[config.mk]
export PLATFORM = sky130hd
export DESIGN_NAME = cpuCore
export DESIGN_NICKNAME = d
export VERILOG_FILES = /design/src/verilog/opcodes.sv /design/src/verilog/alu.sv /design/src/verilog/control.sv /design/src/verilog/cpuCore.sv /design/src/verilog/programCounter.sv /design/src/verilog/registerFile.sv
export SDC_FILE = /design/constraint.sdc
export NUM_CORES = 1
export LEC_CHECK = 0
export BUFFER_PORTS_ARGS = -buffer_cell sky130_fd_sc_hd__buf_2
export CORE_MARGIN = 2
export CORE_UTILIZATION = 50
export DETAILED_ROUTE_END_ITERATION = 12
export PLACE_DENSITY = 0.66
export SYNTH_ARGS = -nofsm -noshare
export SYNTH_HDL_FRONTEND = slang
export SYNTH_SLANG_ARGS = --single-unit
[constraint.sdc]
create_clock -name Clock -period 10.1 [get_ports Clock]
set_input_delay 2.525 -clock Clock [delete_from_list [all_inputs] [get_ports Clock]]
set_output_delay 2.525 -clock Clock [all_outputs]
set_load 0.01 [all_outputs]
[src/verilog/opcodes.sv]
package opcodes;

   localparam int WordWidth = 16;   // Data and address width

   // Major opcode, instruction bits 15..11
   typedef enum logic [4:0] {
      ADD      = 5'b00000,   // Rd = Ra + Rb
      ADDI     = 5'b00001,   // Rd = Ra + simm5
      ADDIB    = 5'b00010,   // Rd = Rd + simm8
      ADC      = 5'b00011,   // Rd = Ra + Rb + C
      ADCI     = 5'b00100,   // Rd = Ra + simm5 + C
      LUI      = 5'b00101,   // Rd = {imm8, 8'h00}
      LLI      = 5'b00110,   // Rd = {8'h00, imm8}
      LDW      = 5'b01000,   // Rd = mem[Ra + simm5]
      STW      = 5'b01001,   // mem[Ra + simm5] = Rd
      JMP      = 5'b01010,   // PC = PC + simm8, LR = PC + 1
      RET      = 5'b01011,   // PC = LR
      BR       = 5'b10000,
      BNE      = 5'b10001,
      BE       = 5'b10010,
      BLT      = 5'b10011,
      BGE      = 5'b10100,
      BWL      = 5'b10101,
      PUSH_POP = 5'b11000
   } Opcode_t;

   typedef enum logic [2:0] {
      FnNOP = 3'd0,
      FnADD = 3'd1,
      FnADC = 3'd2,   // Add with stored carry
      FnIMM = 3'd3,   // Pass operand 2
      FnMEM = 3'd4    // Pass operand 1
   } alu_functions_t;

   typedef enum logic {
      Op1Rd1 = 1'b0,
      Op1Pc  = 1'b1
   } Op1_select_t;

   typedef enum logic {
      Op2Rd2 = 1'b0,
      Op2Imm = 1'b1
   } Op2_select_t;

   typedef enum logic {
      ImmShort = 1'b0,   // Signed bits 4..0
      ImmLong  = 1'b1    // Bits 7..0
   } Imm_select_t;

   typedef enum logic {
      WdAlu = 1'b0,
      WdSys = 1'b1       // Read data from the bus
   } Wd_select_t;

   typedef enum logic {
      Rs1Ra = 1'b0,      // Bits 7..5
      Rs1Rd = 1'b1       // Bits 10..8
   } Rs1_select_t;

   typedef enum logic {
      Pc1      = 1'b0,
      PcSysbus = 1'b1
   } pc_select_t;

   typedef enum logic {
      LrSys = 1'b0       // Capture next PC
   } Lr_select_t;

endpackage

[src/verilog/alu.sv]
`timescale 1ns/1ps

module alu (
   input  logic                          Clock,
   input  logic                          nReset,
   input  opcodes::alu_functions_t       AluOp,
   input  logic [opcodes::WordWidth-1:0] Op1,
   input  logic [opcodes::WordWidth-1:0] Op2,
   input  logic                          AluWe,
   input  logic                          AluEn,
   output logic [opcodes::WordWidth-1:0] AluOut,
   output logic [3:0]                    Flags
);

   import opcodes::*;

   logic [WordWidth:0]   sum;
   logic [WordWidth-1:0] result;
   logic [WordWidth-1:0] outReg;
   logic                 carry;
   logic                 zero;
   logic                 negative;
   logic                 overflow;
   logic                 flagUpdate;

   always_comb begin
      sum    = {1'b0, Op1} + {1'b0, Op2};
      result = '0;
      case (AluOp)
         FnADD: result = sum[WordWidth-1:0];
         FnADC: begin
            sum    = {1'b0, Op1} + {1'b0, Op2} + {{WordWidth{1'b0}}, carry};
            result = sum[WordWidth-1:0];
         end
         FnIMM: result = Op2;
         FnMEM: result = Op1;
         default: result = '0;
      endcase
   end

   // Flags follow adds that go straight to the register file
   assign flagUpdate = (AluOp == FnADD || AluOp == FnADC) && !AluWe && !AluEn;

   always_ff @(posedge Clock or negedge nReset) begin
      if (!nReset) begin
         carry    <= 1'b0;
         zero     <= 1'b0;
         negative <= 1'b0;
         overflow <= 1'b0;
      end else if (flagUpdate) begin
         carry    <= sum[WordWidth];
         zero     <= (result == '0);
         negative <= result[WordWidth-1];
         overflow <= (Op1[WordWidth-1] == Op2[WordWidth-1]) &&
                     (result[WordWidth-1] != Op1[WordWidth-1]);
      end
   end

   always_ff @(posedge Clock) begin
      if (AluWe) begin
         outReg <= result;
      end
   end

   assign AluOut = AluEn ? outReg : result;   // Held value for bus cycles
   assign Flags  = {overflow, negative, carry, zero};

endmodule

[src/verilog/control.sv]
`timescale 1ns/1ps

module control (
   output opcodes::alu_functions_t AluOp,
   output opcodes::Op1_select_t    Op1Sel,
   output opcodes::Op2_select_t    Op2Sel,
   output opcodes::Imm_select_t    ImmSel,
   output opcodes::Rs1_select_t    Rs1Sel,
   output opcodes::Wd_select_t     WdSel,
   output opcodes::pc_select_t     PcSel,
   output opcodes::Lr_select_t     LrSel,
   output logic                    AluEn,
   output logic                    AluWe,
   output logic                    LrEn,
   output logic                    LrWe,
   output logic                    PcWe,
   output logic                    PcEn,
   output logic                    IrWe,
   output logic                    RegWe,
   output logic                    MemEn,
   output logic                    nWE,
   output logic                    nOE,
   output logic                    nME,
   output logic                    ENB,
   output logic                    ALE,
   output logic                    CFlag,
   input  logic [7:0]              OpcodeCondIn,
   input  logic [3:0]              Flags,
   input  logic                    Clock,
   input  logic                    nReset
);

   import opcodes::*;

   typedef enum logic {Fetch, Execute} phase_t;
   typedef enum logic [1:0] {Fet1, Fet2, Fet3, Fet4} fetchSub_t;
   typedef enum logic [2:0] {Exe1, Exe2, Exe3, Exe4, Exe5} executeSub_t;

   Opcode_t     opcode;
   phase_t      state;
   fetchSub_t   fetchSub;
   executeSub_t executeSub;
   executeSub_t lastSub;

   assign opcode = Opcode_t'(OpcodeCondIn[7:3]);

   // Length of the execute phase per opcode
   always_comb begin
      case (opcode)
         LDW, STW: lastSub = Exe5;
         JMP:      lastSub = Exe2;
         default:  lastSub = Exe1;   // Single cycle ops and unimplemented codes
      endcase
   end

   always_ff @(posedge Clock or negedge nReset) begin
      if (!nReset) begin
         state      <= Fetch;
         fetchSub   <= Fet1;
         executeSub <= Exe1;
      end else if (state == Fetch) begin
         if (fetchSub == Fet4) begin
            state      <= Execute;
            executeSub <= Exe1;
         end
         fetchSub <= fetchSub_t'(fetchSub + 2'd1);   // Wraps to Fet1
      end else if (executeSub == lastSub) begin
         state      <= Fetch;
         fetchSub   <= Fet1;
         executeSub <= Exe1;
      end else begin
         executeSub <= executeSub_t'(executeSub + 3'd1);
      end
   end

   always_comb begin
      AluOp  = FnNOP;
      Op1Sel = Op1Rd1;
      Op2Sel = Op2Imm;
      ImmSel = ImmLong;
      Rs1Sel = Rs1Ra;
      WdSel  = WdAlu;
      PcSel  = Pc1;
      LrSel  = LrSys;
      AluEn  = 1'b0;
      AluWe  = 1'b0;
      LrEn   = 1'b0;
      LrWe   = 1'b0;
      PcWe   = 1'b0;
      PcEn   = 1'b0;
      IrWe   = 1'b0;
      RegWe  = 1'b0;
      MemEn  = 1'b0;
      nWE    = 1'b0;
      nOE    = 1'b0;
      nME    = 1'b0;
      ENB    = 1'b0;
      ALE    = 1'b0;
      CFlag  = 1'b0;
      if (state == Fetch) begin
         case (fetchSub)
            Fet1: begin   // PC out as address
               ALE  = 1'b1;
               nME  = 1'b1;
               nWE  = 1'b1;
               nOE  = 1'b1;
               PcEn = 1'b1;
            end
            Fet2: begin
               nWE   = 1'b1;
               MemEn = 1'b1;
            end
            Fet3: begin   // Sample instruction word
               MemEn = 1'b1;
               ENB   = 1'b1;
               nWE   = 1'b1;
            end
            default: begin
               nME   = 1'b1;
               nWE   = 1'b1;
               MemEn = 1'b1;
               IrWe  = 1'b1;
            end
         endcase
      end else begin
         case (executeSub)
            Exe1: begin
               case (opcode)
                  ADD, ADDI, ADDIB, ADC, ADCI: begin
                     nME   = 1'b1;
                     PcEn  = 1'b1;
                     AluOp = (opcode inside {ADC, ADCI}) ? FnADC : FnADD;
                     CFlag = (opcode inside {ADC, ADCI}) && Flags[1];
                     if (opcode inside {ADD, ADC}) begin
                        Op2Sel = Op2Rd2;
                     end
                     if (opcode != ADDIB) begin
                        ImmSel = ImmShort;
                     end else begin
                        Rs1Sel = Rs1Rd;   // Accumulate into Rd
                     end
                     RegWe = 1'b1;
                     PcWe  = 1'b1;
                  end
                  LUI, LLI: begin
                     nME   = 1'b1;
                     AluOp = FnIMM;
                     RegWe = 1'b1;
                     PcWe  = 1'b1;
                  end
                  LDW, STW: begin   // Address into the output register
                     nME    = 1'b1;
                     ImmSel = ImmShort;
                     AluOp  = FnADD;
                     AluEn  = 1'b1;
                     AluWe  = 1'b1;
                  end
                  JMP: begin
                     AluOp  = FnADD;
                     Op1Sel = Op1Pc;   // PC relative target
                     AluWe  = 1'b1;
                  end
                  RET: begin
                     nME   = 1'b1;
                     PcEn  = 1'b1;
                     LrEn  = 1'b1;
                     PcWe  = 1'b1;
                     PcSel = PcSysbus;
                  end
                  default: ;   // Branches and stack ops
               endcase
            end
            Exe2: begin
               if (opcode inside {LDW, STW}) begin
                  nME   = 1'b1;   // Address latch cycle
                  ALE   = 1'b1;
                  nWE   = 1'b1;
                  nOE   = 1'b1;
                  AluEn = 1'b1;
               end else if (opcode == JMP) begin
                  AluEn = 1'b1;
                  LrWe  = 1'b1;   // Swap target with PC
               end
            end
            Exe3: begin
               if (opcode == LDW) begin
                  MemEn = 1'b1;
                  nWE   = 1'b1;
               end else if (opcode == STW) begin
                  AluOp  = FnMEM;   // Store data from Rd
                  Rs1Sel = Rs1Rd;
                  nOE    = 1'b1;
                  nWE    = 1'b1;
                  AluWe  = 1'b1;
                  AluEn  = 1'b1;
               end
            end
            Exe4: begin
               if (opcode == LDW) begin
                  MemEn = 1'b1;
                  ENB   = 1'b1;
                  nWE   = 1'b1;
               end else if (opcode == STW) begin
                  AluEn = 1'b1;   // Data held on the bus
                  nOE   = 1'b1;
               end
            end
            default: begin
               PcWe = 1'b1;
               if (opcode == LDW) begin
                  nME   = 1'b1;
                  nWE   = 1'b1;
                  MemEn = 1'b1;
                  WdSel = WdSys;
                  RegWe = 1'b1;
               end else begin
                  AluEn = 1'b1;
                  nOE   = 1'b1;
                  nME   = 1'b1;
               end
            end
         endcase
      end
   end

   assert property (@(posedge Clock) disable iff (!nReset) !(IrWe && RegWe));

   // Memory ops keep a fixed five cycle execute phase
   assert property (@(posedge Clock) disable iff (!nReset)
      (state == Execute && executeSub == Exe1 && (opcode inside {LDW, STW}))
         |-> ##1 (executeSub == Exe2) ##1 (executeSub == Exe3)
             ##1 (executeSub == Exe4) ##1 (executeSub == Exe5));

endmodule

[src/verilog/cpuCore.sv]
`timescale 1ns/1ps

module cpuCore #(
   parameter logic [opcodes::WordWidth-1:0] ResetVector = '0,
   parameter int                            RegCount    = 8
) (
   input  logic                          Clock,
   input  logic                          nReset,
   input  logic [opcodes::WordWidth-1:0] SysIn,
   output logic [opcodes::WordWidth-1:0] SysOut,
   output logic                          ALE,
   output logic                          nME,
   output logic                          nOE,
   output logic                          nWE,
   output logic                          ENB
);

   import opcodes::*;

   alu_functions_t       aluOp;
   Op1_select_t          op1Sel;
   Op2_select_t          op2Sel;
   Imm_select_t          immSel;
   Rs1_select_t          rs1Sel;
   Wd_select_t           wdSel;
   pc_select_t           pcSel;
   logic                 aluEn;
   logic                 aluWe;
   logic                 lrEn;
   logic                 lrWe;
   logic                 pcWe;
   logic                 pcEn;
   logic                 irWe;
   logic                 regWe;
   logic                 memEn;
   logic                 cFlag;
   logic [3:0]           flags;
   logic [WordWidth-1:0] ir;
   logic [WordWidth-1:0] readData;
   logic [WordWidth-1:0] imm;
   logic [WordWidth-1:0] rd1;
   logic [WordWidth-1:0] rd2;
   logic [WordWidth-1:0] aluOp1;
   logic [WordWidth-1:0] aluOp2;
   logic [WordWidth-1:0] aluOut;
   logic [WordWidth-1:0] pc;
   logic [WordWidth-1:0] lr;
   Opcode_t              irOpcode;

   always_ff @(posedge Clock) begin
      if (memEn && ENB) begin
         readData <= SysIn;   // Bus sample
      end
      if (irWe) begin
         ir <= readData;
      end
   end

   assign irOpcode = Opcode_t'(ir[15:11]);

   // Immediate extender
   always_comb begin
      if (immSel == ImmShort) begin
         imm = {{(WordWidth-5){ir[4]}}, ir[4:0]};
      end else if (irOpcode == LUI) begin
         imm = {ir[7:0], 8'h00};
      end else if (irOpcode == LLI) begin
         imm = {8'h00, ir[7:0]};
      end else begin
         imm = {{(WordWidth-8){ir[7]}}, ir[7:0]};
      end
   end

   assign aluOp1 = (op1Sel == Op1Pc) ? pc : rd1;
   assign aluOp2 = (op2Sel == Op2Rd2) ? rd2 : imm;
   assign SysOut = pcEn ? pc : aluOut;

   control uControl (
      .AluOp(aluOp), .Op1Sel(op1Sel), .Op2Sel(op2Sel), .ImmSel(immSel),
      .Rs1Sel(rs1Sel), .WdSel(wdSel), .PcSel(pcSel), .LrSel(),
      .AluEn(aluEn), .AluWe(aluWe), .LrEn(lrEn), .LrWe(lrWe),
      .PcWe(pcWe), .PcEn(pcEn), .IrWe(irWe), .RegWe(regWe), .MemEn(memEn),
      .nWE(nWE), .nOE(nOE), .nME(nME), .ENB(ENB), .ALE(ALE), .CFlag(cFlag),
      .OpcodeCondIn(ir[15:8]), .Flags(flags), .Clock(Clock), .nReset(nReset)
   );

   alu uAlu (
      .Clock(Clock), .nReset(nReset), .AluOp(aluOp), .Op1(aluOp1), .Op2(aluOp2),
      .AluWe(aluWe), .AluEn(aluEn), .AluOut(aluOut), .Flags(flags)
   );

   registerFile #(.RegCount(RegCount)) uRegs (
      .Clock(Clock), .nReset(nReset), .RegWe(regWe), .WriteAddr(ir[10:8]),
      .ReadAddr1((rs1Sel == Rs1Rd) ? ir[10:8] : ir[7:5]), .ReadAddr2(ir[4:2]),
      .WdSel(wdSel), .AluResult(aluOut), .SysIn(readData), .Rd1(rd1), .Rd2(rd2)
   );

   programCounter #(.ResetVector(ResetVector)) uPc (
      .Clock(Clock), .nReset(nReset), .PcWe(pcWe), .PcSel(pcSel),
      .LrWe(lrWe), .LrIn(aluOut), .Pc(pc), .Lr(lr)
   );

   // Carry-in from the flag register reaches the adder
   assert property (@(posedge Clock) disable iff (!nReset)
      cFlag |-> aluOut == aluOp1 + aluOp2 + WordWidth'(1));

   // RET resumes at the saved link address
   assert property (@(posedge Clock) disable iff (!nReset)
      lrEn |=> pc == $past(lr));

endmodule

[src/verilog/programCounter.sv]
`timescale 1ns/1ps

module programCounter #(
   parameter logic [opcodes::WordWidth-1:0] ResetVector = '0
) (
   input  logic                          Clock,
   input  logic                          nReset,
   input  logic                          PcWe,
   input  opcodes::pc_select_t           PcSel,
   input  logic                          LrWe,
   input  logic [opcodes::WordWidth-1:0] LrIn,
   output logic [opcodes::WordWidth-1:0] Pc,
   output logic [opcodes::WordWidth-1:0] Lr
);

   import opcodes::*;

   logic [WordWidth-1:0] pcInc;

   assign pcInc = Pc + WordWidth'(1);

   always_ff @(posedge Clock or negedge nReset) begin
      if (!nReset) begin
         Pc <= ResetVector;
         Lr <= ResetVector;
      end else if (LrWe) begin
         // Jump: target into PC, return address into LR
         Pc <= LrIn;
         Lr <= pcInc;
      end else if (PcWe) begin
         if (PcSel == Pc1) begin
            Pc <= pcInc;
         end else begin
            Pc <= Lr;   // Return
         end
      end
   end

endmodule

[src/verilog/registerFile.sv]
`timescale 1ns/1ps

module registerFile #(
   parameter int RegCount = 8
) (
   input  logic                          Clock,
   input  logic                          nReset,
   input  logic                          RegWe,
   input  logic [2:0]                    WriteAddr,
   input  logic [2:0]                    ReadAddr1,
   input  logic [2:0]                    ReadAddr2,
   input  opcodes::Wd_select_t           WdSel,
   input  logic [opcodes::WordWidth-1:0] AluResult,
   input  logic [opcodes::WordWidth-1:0] SysIn,
   output logic [opcodes::WordWidth-1:0] Rd1,
   output logic [opcodes::WordWidth-1:0] Rd2
);

   import opcodes::*;

   logic [WordWidth-1:0] regs [RegCount];
   logic [WordWidth-1:0] writeData;

   assign writeData = (WdSel == WdSys) ? SysIn : AluResult;

   always_ff @(posedge Clock or negedge nReset) begin
      if (!nReset) begin
         for (int i = 0; i < RegCount; i++) begin
            regs[i] <= '0;
         end
      end else if (RegWe) begin
         regs[WriteAddr] <= writeData;
      end
   end

   // R0 is hardwired to zero on reads
   assign Rd1 = (ReadAddr1 == 3'd0) ? '0 : regs[ReadAddr1];
   assign Rd2 = (ReadAddr2 == 3'd0) ? '0 : regs[ReadAddr2];

   assert property (@(posedge Clock) disable iff (!nReset)
      RegWe |-> !$isunknown(WriteAddr));

endmodule
==> flow_summary_export.csv <==
group,metric,value,unit
timing,fin_worst_skew,0.0162,ns
timing,final.setup.tns,0,ns
floorplan,dieArea,0.0277,mm²
timing,setup_viol_count_final,0,
worst_setup_path,required,7.58,ns
timing,min_period,9.78,ns
worst_setup_path,cp-start-kind,"register",
worst_setup_path,crit_type,"reg -> out",
finish,fillers,2292,
detailed_routing,drc,0,
detailed_routing,vias,11200,
power,ir_drop,0.219,mV
timing,fmax,102,MHz
clock_network,insertion_delay,0.55,ns
clock_network,cts_buffers,25,
worst_setup_path,r2r-start,"uControl.executeSub[0]",
worst_hold_path,holdPathEnd,"ir[11]",
power,power.density,227,mW/mm²
clock_network,cts_root_buffer,"clkbuf_16",
power,swShare,0.386,
worst_setup_path,endpoint_kind,"output port",
yosys,synth_cell_types,80,
timing,fin_crit_sh,0.968,
finish,area_delta_synth_final,11.7,%
worst_setup_path,cp_top_family,"compound AO/OA/AOI/OAI gates",
detailed_routing,via_per_inst,6.43,
power,total_power,3340,µW
grt,antenna_found_initial,0,
floorplan,die_h,167,µm
yosys,synthCells,1376,
floorplan,die_width,167,µm
worst_setup_path,cp_slowest_cell,"or4_1",
finish,fin_nets,1432,
clock_network,cts_hold_buf,0,
worst_hold_path,hp-class,"reg -> reg",
worst_setup_path,r2r_end,"uRegs.regs[94]",
finish,final_cell_mix,"nand2_1 (215), dfrtp_1 (164), o21ai_0 (155), nor2_1 (86), a21oi_1 (64)",
power,p_seq_frac,0.344,
timing,drv_slew,0,
yosys,synth_area_leaders,"dfrtp_1 (31%), edfxtp_1 (11%), mux4_2 (7.7%)",
timing,hold_violations,0,
yosys,yosys_warnings,0,
grt,grtUsageTotal,0.294,
clock_network,cts_tree,"done",
timing,timing.hold.ws,0.472,ns
detailed_routing,firstDrtPassIters,7,
finish,register_area,0.00555,mm²
yosys,avgSynthCellArea,9.60,µm²
power,combinationalPowerShare,0.361,
worst_setup_path,critical_path_buf_inv_count,4,
yosys,ys_ff_latch,212,
worst_setup_path,path_max_fanout,26,
placed_design,dp_hpwl,28800,µm
yosys,synth.largest_area_cell,"dfrtp_1",
worst_setup_path,path_cells,"inv_2 -> ha_2 -> nand4bb_4 -> or4_1 -> and2_1 -> buf_4 -> mux2_8 -> mux4_2 -> mux2i_2 -> nand2_1 -> o21a_1 -> ha_1 -> o211ai_1 -> o2111ai_1 -> o211ai_1 -> nor4_1 -> buf_4 -> nand3_1 -> xor2_1 -> o21ai_0 -> nor2_1 -> o31ai_1 -> buf_2",
floorplan,rows,59,
floorplan,core,0.0260,mm²
detailed_routing,drtIter0Drc,1290,
power,p_int,2050,µW
yosys,async_reset_ff_frac,0.774,
power,clkPwrFrac,0.295,
yosys,synthFlopType,"dfrtp_1",
clock_network,cts_buffer_depth,3,
detailed_routing,wl_per_cell,23.8,µm
worst_setup_path,cpPeakStageDelay,0.59,ns
yosys,syn-num-nets,1423,
finish,multi_input_area,0.00730,mm²
run_status,status,"finished clean",
power,switchingPower,1290,µW
detailed_routing,postRouteAntennaNets,0,
clock_network,clk_pin_slew,0.06,ns
worst_setup_path,ff2ff_path_depth,21,
worst_setup_path,rrSetupSlack,2.75,ns
placed_design,gp_routability_congestion,0.972,
run,cap_violations,0,
floorplan,start_util,0.508,
finish,drive_gt1_frac,0.170,
finish,final_common_cell,"nand2_1",
placed_design,placement.io_buffers,38,
detailed_routing,wl,41400,µm
clock_network,cts.sinks,212,
yosys,yosysSeqAreaShare,0.420,
worst_setup_path,cp-startpoint,"uControl.executeSub[0]",
timing,rsz0062_at_grt,"false",
timing,maxSlewHeadroom,0.161,
yosys,yosys.area.top_type_share,0.311,
grt,grt_max_degree,107,
yosys,synth_edf_count,48,
worst_setup_path,cp.arrival,7.25,ns
clock_network,cts-htree-levels,1,
grt,grt_overflow,0,
grt,grt_pass1_wl,63700,µm
timing,worstMarginPinSlew,1.24,ns
worst_hold_path,min_path_cells,0,
yosys,syn-cell-area,0.0132,mm²
floorplan,pin_count,39,
power,p_leak,0.00629,µW
worst_hold_path,hold_start,"readData[11]",
grt,grt_pass1_vias,10700,
-- worst max-delay path by stage --
stage / to / slack (ns) / cells after the start
finish: SysOut[10] / 0.32 / 23
global route: SysOut[13] / 0.006 / 22
CTS: SysOut[14] / 0.02 / 22
detailed placement: SysOut[14] / 0.55 / 22
global placement: SysOut[10] / 0.64 / 24
floorplan: SysOut[13] / 1.21 / 23
-- power groups by stage --
stage	Sequential [µW]	Clock (µW)	Combinational (µW)
final	1150	986	1210
after global routing	1160	1030	1310
after CTS	1140	995	1150
after detailed placement	1160	0	1140
after global placement	1160	0	1140
after floorplan	1070	0	845
-- kinds of logic after synthesis --
kind of cell	after synthesis	synth area share
buf+inv	122	0.0360
mux	123	0.140
fa+ha+maj	29	0.0280
flops	212	0.420
simple gates	450	0.158
xor+xnor	35	0.0232
compound gates	405	0.195
-- state kept, by name (all words and copies together), names as in the netlist --
signal,flops
uAlu.carry,1
uPc.Pc,16
uControl.executeSub,3
uControl.state,1
uPc.Lr,16
uAlu.outReg,16
readData,16
uControl.fetchSub,2
uRegs.regs,125
ir,16
-- layer usage --
metal / part of all wire / global-route usage / up-vias
li1: - / - / 5103
met1: 0.43 / 0.409 / 5465
met2: 0.45 / 0.458 / 506
met3: 0.083 / 0.0568 / 109
met4: 0.043 / 0.114 / 0
met5: 0 / 0 / -
-- what timing repair did --
action                     CTS  global route
buffers inserted             0             9
cloned                       0             0
setup endpoints to repair    2             9
resized for setup            2            21
-- cell type report --
cell class | count | area share
inverter | 28 | 0.00713
clock inverter | 13 | 0.0150
multi-input combinational | 1042 | 0.495
tap | 335 | 0.0284
timing repair buffer | 76 | 0.0329
sequential | 212 | 0.376
antenna | 1 | 0.000170
clock buffer | 31 | 0.0453
-- through the flow --
step                instances  worst slack [ns]  utilization  cell area [µm²]
CTS                      1728            0.0182        0.561            14600
floorplan                1376              1.21            -            13200
detailed placement       1684             0.547        0.527            13700
global placement         1684             0.641        0.527            13700
global route             1737           0.00564        0.568            14700
finish                   1738             0.325        0.568            14800
-- synth_stat cells, types with 11 or more instances --
cell type and n:
nor2b_1 13, mux2i_1 37, mux2_2 40, xnor2_1 21
ha_1 28, mux4_2 45, nor3_1 15, nand3_1 29
o211ai_1 12, a21oi_1 67, o221ai_1 19, nand2_1 215
edfxtp_1 48, and2_1 11, and3_1 12, xor2_1 14
o21ai_0 158, a21o_1 23, clkbuf_1 83, dfrtp_1 164
inv_1 27, nor2_1 86, o21a_1 11
Note: power is estimated with default switching activity, not from simulation.
